### src/verilog/cdm_regs_pkg.sv
`default_nettype none

package cdm_regs_pkg;

  //**********************************************************************
  // Bus and register widths
  //**********************************************************************
  localparam int axi_addr_width  = 10;  // Byte address, 1 KB window
  localparam int axi_data_width  = 32;  // One register per beat
  localparam int reg_index_width = 8;   // Word index from addr[9:2]

  typedef logic [axi_data_width-1:0]  reg_word_t;   // One register word
  typedef logic [reg_index_width-1:0] reg_index_t;  // Word index

  //**********************************************************************
  // Register map, by word index
  //**********************************************************************
  typedef enum reg_index_t {
    // Message store / load block
    msg_ctrl_0        = 8'h00,  // RW
    msg_ctrl_1        = 8'h01,  // RW
    msgst_rsp_status  = 8'h02,  // RO
    msgld_rsp_status  = 8'h03,  // RO
    msgld_pass_cnt    = 8'h04,  // RO pass count from load engine
    msgld_fail_cnt    = 8'h05,  // RO fail count from load engine

    // Kicks off all engines
    global_start      = 8'h3F,  // RW

    // PSX host side
    psx_msgst_addr_0  = 8'h40,  // RW store address, low word
    psx_msgst_addr_1  = 8'h41,  // RW store address, high word
    psx_msgld_addr_0  = 8'h42,  // RW load address, low word
    psx_msgld_addr_1  = 8'h43,  // RW load address, high word
    psx_host_reqid    = 8'h44,  // RW
    psx_host_ctrl     = 8'h46,  // RW

    // Streaming to message
    st2m_ctrl         = 8'h80,  // RW bit 0 start, [31:1] message count
    st2m_rsp_status   = 8'h81,  // RO

    // Message to streaming
    m2st_ctrl         = 8'h93,  // RW bit 0 start, bit 1 counter mode
    m2st_rsp_status   = 8'h95,  // RO
    m2st_psx_pass_cnt = 8'h96,  // RO
    m2st_psx_fail_cnt = 8'h97,  // RO

    // Engine soft reset, active low bits
    soft_rst_n        = 8'h98   // RW
  } reg_index_e;

  //**********************************************************************
  // Fixed words
  //**********************************************************************

  // Returned on a read that hits no register
  localparam reg_word_t unmapped_read_word = 32'h0000_DEAD;

  // Only response this slave ever gives
  localparam logic [1:0] axi_resp_okay = 2'b00;

endpackage : cdm_regs_pkg

`default_nettype wire

### src/verilog/reg_access_if.sv
`default_nettype none

// Register access path between the bus slave and the register bank
interface reg_access_if;

  // Write side, one strobe per accepted W beat
  logic                    wr_en;     // Single cycle, bank always takes it
  cdm_regs_pkg::reg_index_t wr_index;  // Word index latched from AW
  cdm_regs_pkg::reg_word_t  wr_data;   // Full word, no byte lanes

  // Read side
  cdm_regs_pkg::reg_index_t rd_index;  // Word index latched from AR
  cdm_regs_pkg::reg_word_t  rd_data;   // Comb from rd_index

  // Slave end
  modport bus (
    output wr_en,
    output wr_index,
    output wr_data,
    output rd_index,
    input  rd_data
  );

  // Register bank end
  modport bank (
    input  wr_en,
    input  wr_index,
    input  wr_data,
    input  rd_index,
    output rd_data
  );

endinterface : reg_access_if

`default_nettype wire

### src/verilog/axil_slave_port.sv
`default_nettype none

module axil_slave_port (
  input  wire logic                                      axi_aclk,
  input  wire logic                                      axi_aresetn,

  // Write address channel
  input  wire logic [cdm_regs_pkg::axi_addr_width-1:0]   awaddr,
  input  wire logic                                      awvalid,
  output logic                                           awready,

  // Write data channel, strobes not used
  input  cdm_regs_pkg::reg_word_t                        wdata,
  input  wire logic                                      wvalid,
  output logic                                           wready,

  // Write response channel
  output logic [1:0]                                     bresp,
  output logic                                           bvalid,
  input  wire logic                                      bready,

  // Read address channel
  input  wire logic [cdm_regs_pkg::axi_addr_width-1:0]   araddr,
  input  wire logic                                      arvalid,
  output logic                                           arready,

  // Read data channel
  output cdm_regs_pkg::reg_word_t                        rdata,
  output logic [1:0]                                     rresp,
  output logic                                           rvalid,
  input  wire logic                                      rready,

  reg_access_if.bus                                      regs
);

  logic                     reset_released;    // First clock out of reset
  logic                     reset_released_r;  // Second clock, opens the channels
  logic                     wr_req;            // Write open, AW taken
  logic                     rd_req;            // Read open, AR taken
  cdm_regs_pkg::reg_index_t wr_index_q;        // Word index of open write
  cdm_regs_pkg::reg_index_t rd_index_q;        // Word index of open read
  logic                     w_xfer;            // W beat this edge

  //**********************************************************************
  // Ready equations
  //**********************************************************************

  // One transaction at a time; a waiting or pending read holds off AW
  assign awready = ~wr_req && ~rd_req && ~arvalid && reset_released_r;
  assign arready = ~wr_req && ~rd_req && reset_released_r;
  assign wready  = wr_req && ~bvalid;  // Open until the beat lands

  assign w_xfer  = wready && wvalid;

  assign bresp   = cdm_regs_pkg::axi_resp_okay;  // Always OKAY
  assign rresp   = cdm_regs_pkg::axi_resp_okay;

  // Bank side
  assign regs.wr_en    = w_xfer;
  assign regs.wr_index = wr_index_q;
  assign regs.wr_data  = wdata;      // Whole word, strobes ignored
  assign regs.rd_index = rd_index_q;

  //**********************************************************************
  // Reset release
  //**********************************************************************

  // Keeps AW/AR low for two clocks after reset goes away
  always_ff @(posedge axi_aclk) begin
    if (!axi_aresetn) begin
      reset_released   <= 1'b0;
      reset_released_r <= 1'b0;
    end else begin
      reset_released   <= 1'b1;
      reset_released_r <= reset_released;
    end
  end

  //**********************************************************************
  // Transaction flags
  //**********************************************************************
  always_ff @(posedge axi_aclk) begin
    if (!axi_aresetn) begin
      wr_req <= 1'b0;
      rd_req <= 1'b0;
    end else begin
      if (awvalid && awready) begin
        wr_req <= 1'b1;
      end else if (bvalid && bready) begin
        wr_req <= 1'b0;                // Response taken, channel free
      end

      if (arvalid && arready) begin
        rd_req <= 1'b1;
      end else if (rvalid && rready) begin
        rd_req <= 1'b0;
      end
    end
  end

  // Word index only, byte offset bits [1:0] dropped
  always_ff @(posedge axi_aclk) begin
    if (awvalid && awready) begin
      wr_index_q <= awaddr[cdm_regs_pkg::axi_addr_width-1:2];
    end
    if (arvalid && arready) begin
      rd_index_q <= araddr[cdm_regs_pkg::axi_addr_width-1:2];
    end
  end

  //**********************************************************************
  // Read data and write response
  //**********************************************************************
  always_ff @(posedge axi_aclk) begin
    if (!axi_aresetn) begin
      rvalid <= 1'b0;
      rdata  <= '0;
    end else if (rd_req) begin
      rvalid <= !(rvalid && rready);  // Drops on the R beat
      if (!rvalid) begin
        rdata <= regs.rd_data;        // Sampled once, held under back-pressure
      end
    end else begin
      rvalid <= 1'b0;
      rdata  <= '0;                   // Idle bus reads as zero
    end
  end

  always_ff @(posedge axi_aclk) begin
    if (!axi_aresetn) begin
      bvalid <= 1'b0;
    end else if (w_xfer) begin
      bvalid <= 1'b1;                 // Same edge as the register update
    end else if (bready) begin
      bvalid <= 1'b0;
    end
  end

endmodule : axil_slave_port

`default_nettype wire

### src/verilog/cdm_ctrl_reg_bank.sv
`default_nettype none

module cdm_ctrl_reg_bank (
  input  wire logic                 axi_aclk,
  input  wire logic                 axi_aresetn,

  // Status from the engines, read only
  input  cdm_regs_pkg::reg_word_t   msgst_rsp_status,
  input  cdm_regs_pkg::reg_word_t   msgld_rsp_status,
  input  cdm_regs_pkg::reg_word_t   msgld_pass_counter_stats,
  input  cdm_regs_pkg::reg_word_t   msgld_fail_counter_stats,
  input  cdm_regs_pkg::reg_word_t   st2m_rsp_status,   // bit 0 req done, bit 1 all sent
  input  cdm_regs_pkg::reg_word_t   m2st_rsp_status,   // bit 0 req done
  input  cdm_regs_pkg::reg_word_t   m2st_psx_pass_cnt,
  input  cdm_regs_pkg::reg_word_t   m2st_psx_fail_cnt,

  // Control words to the engines
  output cdm_regs_pkg::reg_word_t   global_start,
  output cdm_regs_pkg::reg_word_t   msg_ctrl_reg_0,
  output cdm_regs_pkg::reg_word_t   msg_ctrl_reg_1,
  output cdm_regs_pkg::reg_word_t   psx_msgst_host_addr_0,
  output cdm_regs_pkg::reg_word_t   psx_msgst_host_addr_1,
  output cdm_regs_pkg::reg_word_t   psx_msgld_host_addr_0,
  output cdm_regs_pkg::reg_word_t   psx_msgld_host_addr_1,
  output cdm_regs_pkg::reg_word_t   psx_host_reqid,
  output cdm_regs_pkg::reg_word_t   psx_host_ctrl_reg,
  output cdm_regs_pkg::reg_word_t   st2m_ctrl_reg,     // bit 0 start, [31:1] count
  output cdm_regs_pkg::reg_word_t   m2st_ctrl_reg,     // bit 0 start, [31:2] count
  output cdm_regs_pkg::reg_word_t   soft_rst_n,

  reg_access_if.bank                regs
);

  //**********************************************************************
  // Write decode
  //**********************************************************************

  // Status and unmapped indexes fall to default, the beat is dropped
  always_ff @(posedge axi_aclk) begin
    if (!axi_aresetn) begin
      global_start          <= '0;
      msg_ctrl_reg_0        <= '0;
      msg_ctrl_reg_1        <= '0;
      psx_msgst_host_addr_0 <= '0;
      psx_msgst_host_addr_1 <= '0;
      psx_msgld_host_addr_0 <= '0;
      psx_msgld_host_addr_1 <= '0;
      psx_host_reqid        <= '0;
      psx_host_ctrl_reg     <= '0;
      st2m_ctrl_reg         <= '0;
      m2st_ctrl_reg         <= '0;
      soft_rst_n            <= '0;  // Engines held in reset until SW lets go
    end else if (regs.wr_en) begin
      case (regs.wr_index)
        // Message block
        cdm_regs_pkg::msg_ctrl_0:        msg_ctrl_reg_0        <= regs.wr_data;
        cdm_regs_pkg::msg_ctrl_1:        msg_ctrl_reg_1        <= regs.wr_data;
        cdm_regs_pkg::global_start:      global_start          <= regs.wr_data;

        // PSX host addresses, 64 bit each as two words
        cdm_regs_pkg::psx_msgst_addr_0:  psx_msgst_host_addr_0 <= regs.wr_data;
        cdm_regs_pkg::psx_msgst_addr_1:  psx_msgst_host_addr_1 <= regs.wr_data;
        cdm_regs_pkg::psx_msgld_addr_0:  psx_msgld_host_addr_0 <= regs.wr_data;
        cdm_regs_pkg::psx_msgld_addr_1:  psx_msgld_host_addr_1 <= regs.wr_data;
        cdm_regs_pkg::psx_host_reqid:    psx_host_reqid        <= regs.wr_data;
        cdm_regs_pkg::psx_host_ctrl:     psx_host_ctrl_reg     <= regs.wr_data;

        // Streaming engines
        cdm_regs_pkg::st2m_ctrl:         st2m_ctrl_reg         <= regs.wr_data;
        cdm_regs_pkg::m2st_ctrl:         m2st_ctrl_reg         <= regs.wr_data;
        cdm_regs_pkg::soft_rst_n:        soft_rst_n            <= regs.wr_data;
        default: ;
      endcase
    end
  end

  //**********************************************************************
  // Read mux
  //**********************************************************************

  // Comb from the latched index; the slave registers the result
  always_comb begin
    case (regs.rd_index)
      // Message block
      cdm_regs_pkg::msg_ctrl_0:        regs.rd_data = msg_ctrl_reg_0;
      cdm_regs_pkg::msg_ctrl_1:        regs.rd_data = msg_ctrl_reg_1;
      cdm_regs_pkg::msgst_rsp_status:  regs.rd_data = msgst_rsp_status;
      cdm_regs_pkg::msgld_rsp_status:  regs.rd_data = msgld_rsp_status;
      cdm_regs_pkg::msgld_pass_cnt:    regs.rd_data = msgld_pass_counter_stats;
      cdm_regs_pkg::msgld_fail_cnt:    regs.rd_data = msgld_fail_counter_stats;
      cdm_regs_pkg::global_start:      regs.rd_data = global_start;

      // PSX host
      cdm_regs_pkg::psx_msgst_addr_0:  regs.rd_data = psx_msgst_host_addr_0;
      cdm_regs_pkg::psx_msgst_addr_1:  regs.rd_data = psx_msgst_host_addr_1;
      cdm_regs_pkg::psx_msgld_addr_0:  regs.rd_data = psx_msgld_host_addr_0;
      cdm_regs_pkg::psx_msgld_addr_1:  regs.rd_data = psx_msgld_host_addr_1;
      cdm_regs_pkg::psx_host_reqid:    regs.rd_data = psx_host_reqid;
      cdm_regs_pkg::psx_host_ctrl:     regs.rd_data = psx_host_ctrl_reg;

      // ST2M
      cdm_regs_pkg::st2m_ctrl:         regs.rd_data = st2m_ctrl_reg;
      cdm_regs_pkg::st2m_rsp_status:   regs.rd_data = st2m_rsp_status;

      // M2ST, control read back at its own write index
      cdm_regs_pkg::m2st_ctrl:         regs.rd_data = m2st_ctrl_reg;
      cdm_regs_pkg::m2st_rsp_status:   regs.rd_data = m2st_rsp_status;
      cdm_regs_pkg::m2st_psx_pass_cnt: regs.rd_data = m2st_psx_pass_cnt;
      cdm_regs_pkg::m2st_psx_fail_cnt: regs.rd_data = m2st_psx_fail_cnt;
      cdm_regs_pkg::soft_rst_n:        regs.rd_data = soft_rst_n;

      // Marker so SW can spot a bad offset
      default:                         regs.rd_data = cdm_regs_pkg::unmapped_read_word;
    endcase
  end

endmodule : cdm_ctrl_reg_bank

`default_nettype wire

### src/verilog/cdm_adapt_ctrl_regs.sv
`default_nettype none

module cdm_adapt_ctrl_regs (
  // Control words out
  output cdm_regs_pkg::reg_word_t                      global_start,
  output cdm_regs_pkg::reg_word_t                      msg_ctrl_reg_0,
  output cdm_regs_pkg::reg_word_t                      msg_ctrl_reg_1,
  output cdm_regs_pkg::reg_word_t                      psx_msgst_host_addr_0,
  output cdm_regs_pkg::reg_word_t                      psx_msgst_host_addr_1,
  output cdm_regs_pkg::reg_word_t                      psx_msgld_host_addr_0,
  output cdm_regs_pkg::reg_word_t                      psx_msgld_host_addr_1,
  output cdm_regs_pkg::reg_word_t                      psx_host_reqid,
  output cdm_regs_pkg::reg_word_t                      psx_host_ctrl_reg,
  output cdm_regs_pkg::reg_word_t                      st2m_ctrl_reg,
  output cdm_regs_pkg::reg_word_t                      m2st_ctrl_reg,
  output cdm_regs_pkg::reg_word_t                      soft_rst_n,

  // Status words in
  input  cdm_regs_pkg::reg_word_t                      msgst_rsp_status,
  input  cdm_regs_pkg::reg_word_t                      msgld_rsp_status,
  input  cdm_regs_pkg::reg_word_t                      msgld_pass_counter_stats,
  input  cdm_regs_pkg::reg_word_t                      msgld_fail_counter_stats,
  input  cdm_regs_pkg::reg_word_t                      st2m_rsp_status,
  input  cdm_regs_pkg::reg_word_t                      m2st_rsp_status,
  input  cdm_regs_pkg::reg_word_t                      m2st_psx_pass_cnt,
  input  cdm_regs_pkg::reg_word_t                      m2st_psx_fail_cnt,

  // AXI4-Lite slave
  input  wire logic                                    axi_aclk,
  input  wire logic                                    axi_aresetn,
  input  wire logic [cdm_regs_pkg::axi_addr_width-1:0] axi_awaddr,
  input  wire logic                                    axi_awvalid,
  output logic                                         axi_awready,
  input  cdm_regs_pkg::reg_word_t                      axi_wdata,
  input  wire logic                                    axi_wvalid,
  output logic                                         axi_wready,
  output logic [1:0]                                   axi_bresp,
  output logic                                         axi_bvalid,
  input  wire logic                                    axi_bready,
  input  wire logic [cdm_regs_pkg::axi_addr_width-1:0] axi_araddr,
  input  wire logic                                    axi_arvalid,
  output logic                                         axi_arready,
  output cdm_regs_pkg::reg_word_t                      axi_rdata,
  output logic [1:0]                                   axi_rresp,
  output logic                                         axi_rvalid,
  input  wire logic                                    axi_rready
);

  reg_access_if regs_if ();  // Slave to bank, write strobe and read index

  // Bus side, one open transaction at a time
  axil_slave_port axil_slave_port_i (
    .axi_aclk    (axi_aclk),
    .axi_aresetn (axi_aresetn),
    .awaddr      (axi_awaddr),  .awvalid (axi_awvalid), .awready (axi_awready),
    .wdata       (axi_wdata),   .wvalid  (axi_wvalid),  .wready  (axi_wready),
    .bresp       (axi_bresp),   .bvalid  (axi_bvalid),  .bready  (axi_bready),
    .araddr      (axi_araddr),  .arvalid (axi_arvalid), .arready (axi_arready),
    .rdata       (axi_rdata),   .rresp   (axi_rresp),   .rvalid  (axi_rvalid),
    .rready      (axi_rready),
    .regs        (regs_if.bus)
  );

  // Register side, all ports by name
  cdm_ctrl_reg_bank cdm_ctrl_reg_bank_i (
    .axi_aclk    (axi_aclk),
    .axi_aresetn (axi_aresetn),
    .*,
    .regs        (regs_if.bank)
  );

endmodule : cdm_adapt_ctrl_regs

`default_nettype wire

### config.mk
export PLATFORM = sky130hd
export DESIGN_NAME = cdm_adapt_ctrl_regs
export DESIGN_NICKNAME = d
export VERILOG_FILES = /design/src/verilog/cdm_regs_pkg.sv /design/src/verilog/reg_access_if.sv /design/src/verilog/axil_slave_port.sv /design/src/verilog/cdm_ctrl_reg_bank.sv /design/src/verilog/cdm_adapt_ctrl_regs.sv
export SDC_FILE = /design/constraint.sdc
export NUM_CORES = 1
export LEC_CHECK = 0
export BUFFER_PORTS_ARGS = -buffer_cell sky130_fd_sc_hd__clkbuf_2
export CAP_MARGIN = 20
export CORE_AREA = 2 2 287 289
export DETAILED_ROUTE_END_ITERATION = 6
export DIE_AREA = 0 0 289 291
export GPL_TIMING_DRIVEN = 0
export HOLD_SLACK_MARGIN = 0.05
export PLACE_DENSITY_LB_ADDON = 0.15
export SLEW_MARGIN = 20
export SYNTH_ARGS = -nofsm -noshare
export SYNTH_HDL_FRONTEND = slang
export SYNTH_HIERARCHICAL = 1
export SYNTH_SLANG_ARGS = --single-unit
### constraint.sdc
create_clock -name axi_aclk -period 2.9 [get_ports axi_aclk]
set_input_delay 0.58 -clock axi_aclk [delete_from_list [all_inputs] [get_ports axi_aclk]]
set_output_delay 0.58 -clock axi_aclk [all_outputs]
set_load 0.005 [all_outputs]
==> results.md <==
- Final ANT Viol Nets: 0
- FF+latch count, synth: 438
- Commonest non-fill, non-tap cells in the layout: nand2_1 (755), clkbuf_2 (707), dfxtp_1 (422), a21boi_0 (296), clkbuf_1 (122)
- Clk buf depth: 3
- Peak supply drop: 0.415 mV
- Initial Util: 27.3%
- Row cnt: 105
- Vias in the first global route: 24993
- Routing usage on met2: 63.5%
- Die Span Y: 291 um
- Total global-route track usage: 42.2%
- Total core area: 81200 um2
- FF-to-FF Start: axil_slave_port_i/regs.rd_index[7]
- Avg WL per Cell: 40.3 um
- IO Count: 740
- GR met3 Demand/Resource: 12.3%
- First-pass GRT wire length: 236000 um
- Nature of the critical path endpoint: flip-flop
- Worst slew pin tran: 1.16 ns
- Hold_sp: axi_awaddr[8]
- Int Pwr: 10.7 mW
- Max-Cap Viols: 0
- Post-synth EDFFs: 16
- Clock transition at path regs: 0.06 ns
- Routed Wire Length: 185000 um
- R2R setup slack: -0.09 ns
- Fin. max-slew vios: 0
- Hold endpoint: axil_slave_port_i/regs.wr_index[6]
- Min-Delay Path Depth: 1
- Ys Warns: 6
- HP Class: input pin to flip-flop
- Net Switching: 3.89 mW
- GR peak layer: met2
- Startpoint class of the critical path: flip-flop
- RSZ-0062 raised after global routing: yes
- M1 GR Usage: 52.4%
- Full die area: 84100 um2
- Clock Power Share: 49.3%
- Sequential share of the synthesized area: 40.3%
- Root Buffer: clkbuf_16
- H-tree levels: 2
- Tcrit/Tclk final: 103%
- CP peak stage delay: 0.62 ns
- CP Data Arrival Time: 3.55 ns
- CP Max Fanout: 10
- Final setup margin: -0.0866 ns
- CTS tree: built
- Netlist Area Pre-Place: 22100 um2
- Clock Sinks: 438
- Setup-failing EPs final: 13
- Async S/R FF share, synth: 0%
- Critical path's slowest cell: clkbuf_2
- Initial antenna violation count: 21
- Die X: 289 um
- Area occupied by multi-input gates: 12200 um2
- Total number of vias: 27136
- Share of post-route cells with drive strength above 1: 32.3%
- GRT Residual Overflow: 0
- Primary FF master, synth: dfxtp_1
- Avg Vias per Cell: 5.91
- Power per cell area: 481 nW/um2
- Slew Limit Headroom: 22.8%
- Hold-fix buffers at CTS: 0
- Clk_skew: 0.0310 ns
- Final Hold Fails: 0
- Status: complete, but fails checks
- Fmax: 0.335 GHz
- Post-synth cell types: 77
- Most common cell after layout, fill and taps aside: nand2_1
- Placer Congestion: 0.972
- Failing checks: DRC, setup timing
- FF/Latch Area: 8930 um2
- Worst path cell trace: buf_2 -> nor4b_4 -> buf_4 -> clkbuf_2 -> a22oi_1 -> o22ai_1 -> a31oi_1 -> nand4_1 -> mux2i_1 -> nor2_1
- DP HPWL: 138000 um
- Mean Syn Cell Area: 8.32 um2
- Lkg Pwr: 12.1 nW
- Post-route total power: 14.5 mW
- Sequential Power Share: 41.8%
- Fin crit period: 2.99 ns
- Mapped Cells: 2660
- Filler Cells Inserted: 8728
- R2R cell count: 10
- Post-layout util: 37.2%
- WP data required: 3.46 ns
- Setup CP Type: flip-flop to flip-flop
- Area after DPL: 27300 um2
- Pre-CTS setup slack: -1.01 ns
- Sw Ratio: 26.7%
- Port Buffers: 699
- Post-route design area: 30200 um2
- Combinational share of power: 8.9%
- TritonRoute pass-1 iters: 7
- Final nets: 3787
- Worst-skew pair later-pin latency: 0.63 ns
- Largest net degree at the start of global routing: 14
- CTS buffer count: 54
- R2R Path End: axil_slave_port_i/rdata[8]
- DRC Markers: 5
- Area Overhead vs Synth: 36.6%
- Detailed Route Iter0 Violations: 4056
==> critical path, delay by kind of cell (launching register included) <==
| kind | cells | cell delay [ns] |
|---|---|---|
| AO/OA/AOI/OAI | 3 | 0.67 |
| multiplexers | 1 | 0.08 |
| flip-flops | 1 | 0.42 |
| buffers and inverters | 3 | 1.13 |
| AND/OR/NAND/NOR | 3 | 0.62 |
==> cell type report <==
type	count	share of cell area, %
timing repair buffer	756	13.4
inverter	4	0.0621
clock buffer	83	5.46
multi-input combinational	1929	40.2
clock inverter	14	0.497
buffer	289	6.36
antenna	9	0.0745
tap	1070	4.43
sequential	438	29.5
==> routing by layer <==
metal | wire, um | part of all wire (%) | vias to the layer above
met3 | 22000 | 12 | 602
met2 | 79100 | 43 | 2240
met4 | 14400 | 7.8 | 12
met5 | 68 | 0.037 | -
li1 | - | - | 10962
met1 | 69300 | 38 | 13320
==> cell usage after synthesis (all sizes together), types with 8 or more instances <==
library cell / n / area [um2]
nor4: 8 / 80.1
nand2b: 8 / 50.1
a2bb2oi: 8 / 70.1
o2bb2ai: 13 / 114
nand2: 759 / 2850
or3: 11 / 68.8
nor2: 86 / 325
a22o: 31 / 272
a221oi: 19 / 166
a21oi: 30 / 150
a211oi: 9 / 67.6
buf: 147 / 937
nor2b: 45 / 282
a21boi: 354 / 2660
dfxtp: 422 / 8450
a32oi: 28 / 245
a222oi: 17 / 170
clkbuf: 145 / 544
o21ai: 28 / 140
nor3b: 12 / 110
o22ai: 26 / 163
mux2: 31 / 357
nand4: 12 / 75.1
edfxtp: 16 / 480
a22oi: 101 / 758
o211ai: 9 / 67.6
and3b: 8 / 70.1
mux2i: 118 / 1180
and2: 10 / 62.6
nand3: 39 / 195
nor4b: 9 / 151
nor3: 15 / 85.1
and3: 8 / 50.1
==> logic make-up after synthesis <==
kind of cell,share of synthesized area [%]
and+or+nand+nor,21.5
AOI/OAI and AO/OA,24.4
DFF,40.3
buffers and inverters,6.76
muxes,7.05
other,0.0169
==> per-stage QoR <==
step	hold slack [ns]	instances	TNS, ns
2_1_floorplan	0.412	2663	0
3_3_place_gp	0.412	4432	-89.91
3_5_place_dp	0.420	4446	-47.17
4_1_cts	0.142	4559	-0.410
5_1_grt	0.153	4583	-5.27
6_report	0.149	4592	-0.551
==> worst max-delay path by stage <==
stage / startpoint / endpoint / slack (ns) / cells past startpoint
after floorplan: axil_slave_port_i/regs.rd_index[4] / axil_slave_port_i/rdata[10] / 0.71 / 9
after global placement: axil_slave_port_i/regs.rd_index[0] / axil_slave_port_i/rdata[31] / -2.25 / 9
after detailed placement: axil_slave_port_i/regs.rd_index[1] / axil_slave_port_i/rdata[11] / -1.01 / 10
after CTS: axil_slave_port_i/regs.rd_index[1] / axil_slave_port_i/rdata[11] / -0.11 / 11
after global routing: axil_slave_port_i/wr_req / cdm_ctrl_reg_bank_i/msg_ctrl_reg_0[0] / -0.16 / 8
final: axil_slave_port_i/regs.rd_index[7] / axil_slave_port_i/rdata[8] / -0.09 / 10
==> repair_timing <==
| action | CTS | global route |
|---|---|---|
| resized for setup | 134 | 101 |
| gates cloned | 0 | 2 |
| setup endpoints to repair | 56 | 178 |
| pin swaps | 8 | 14 |
| setup buffers | 18 | 23 |
==> power groups by stage <==
| stage | logic [mW] | registers (mW) | clock network, mW |
|---|---|---|---|
| 3_3_place_gp | 1.16 | 6.22 | 0 |
| 6_report | 1.29 | 6.08 | 7.16 |
| 2_1_floorplan | 0.431 | 6.21 | 0 |
| 4_1_cts | 1.20 | 6.08 | 7.12 |
| 5_1_grt | 1.28 | 6.08 | 7.32 |
| 3_5_place_dp | 1.17 | 6.22 | 0 |
Power figures use the tool's default switching activity.
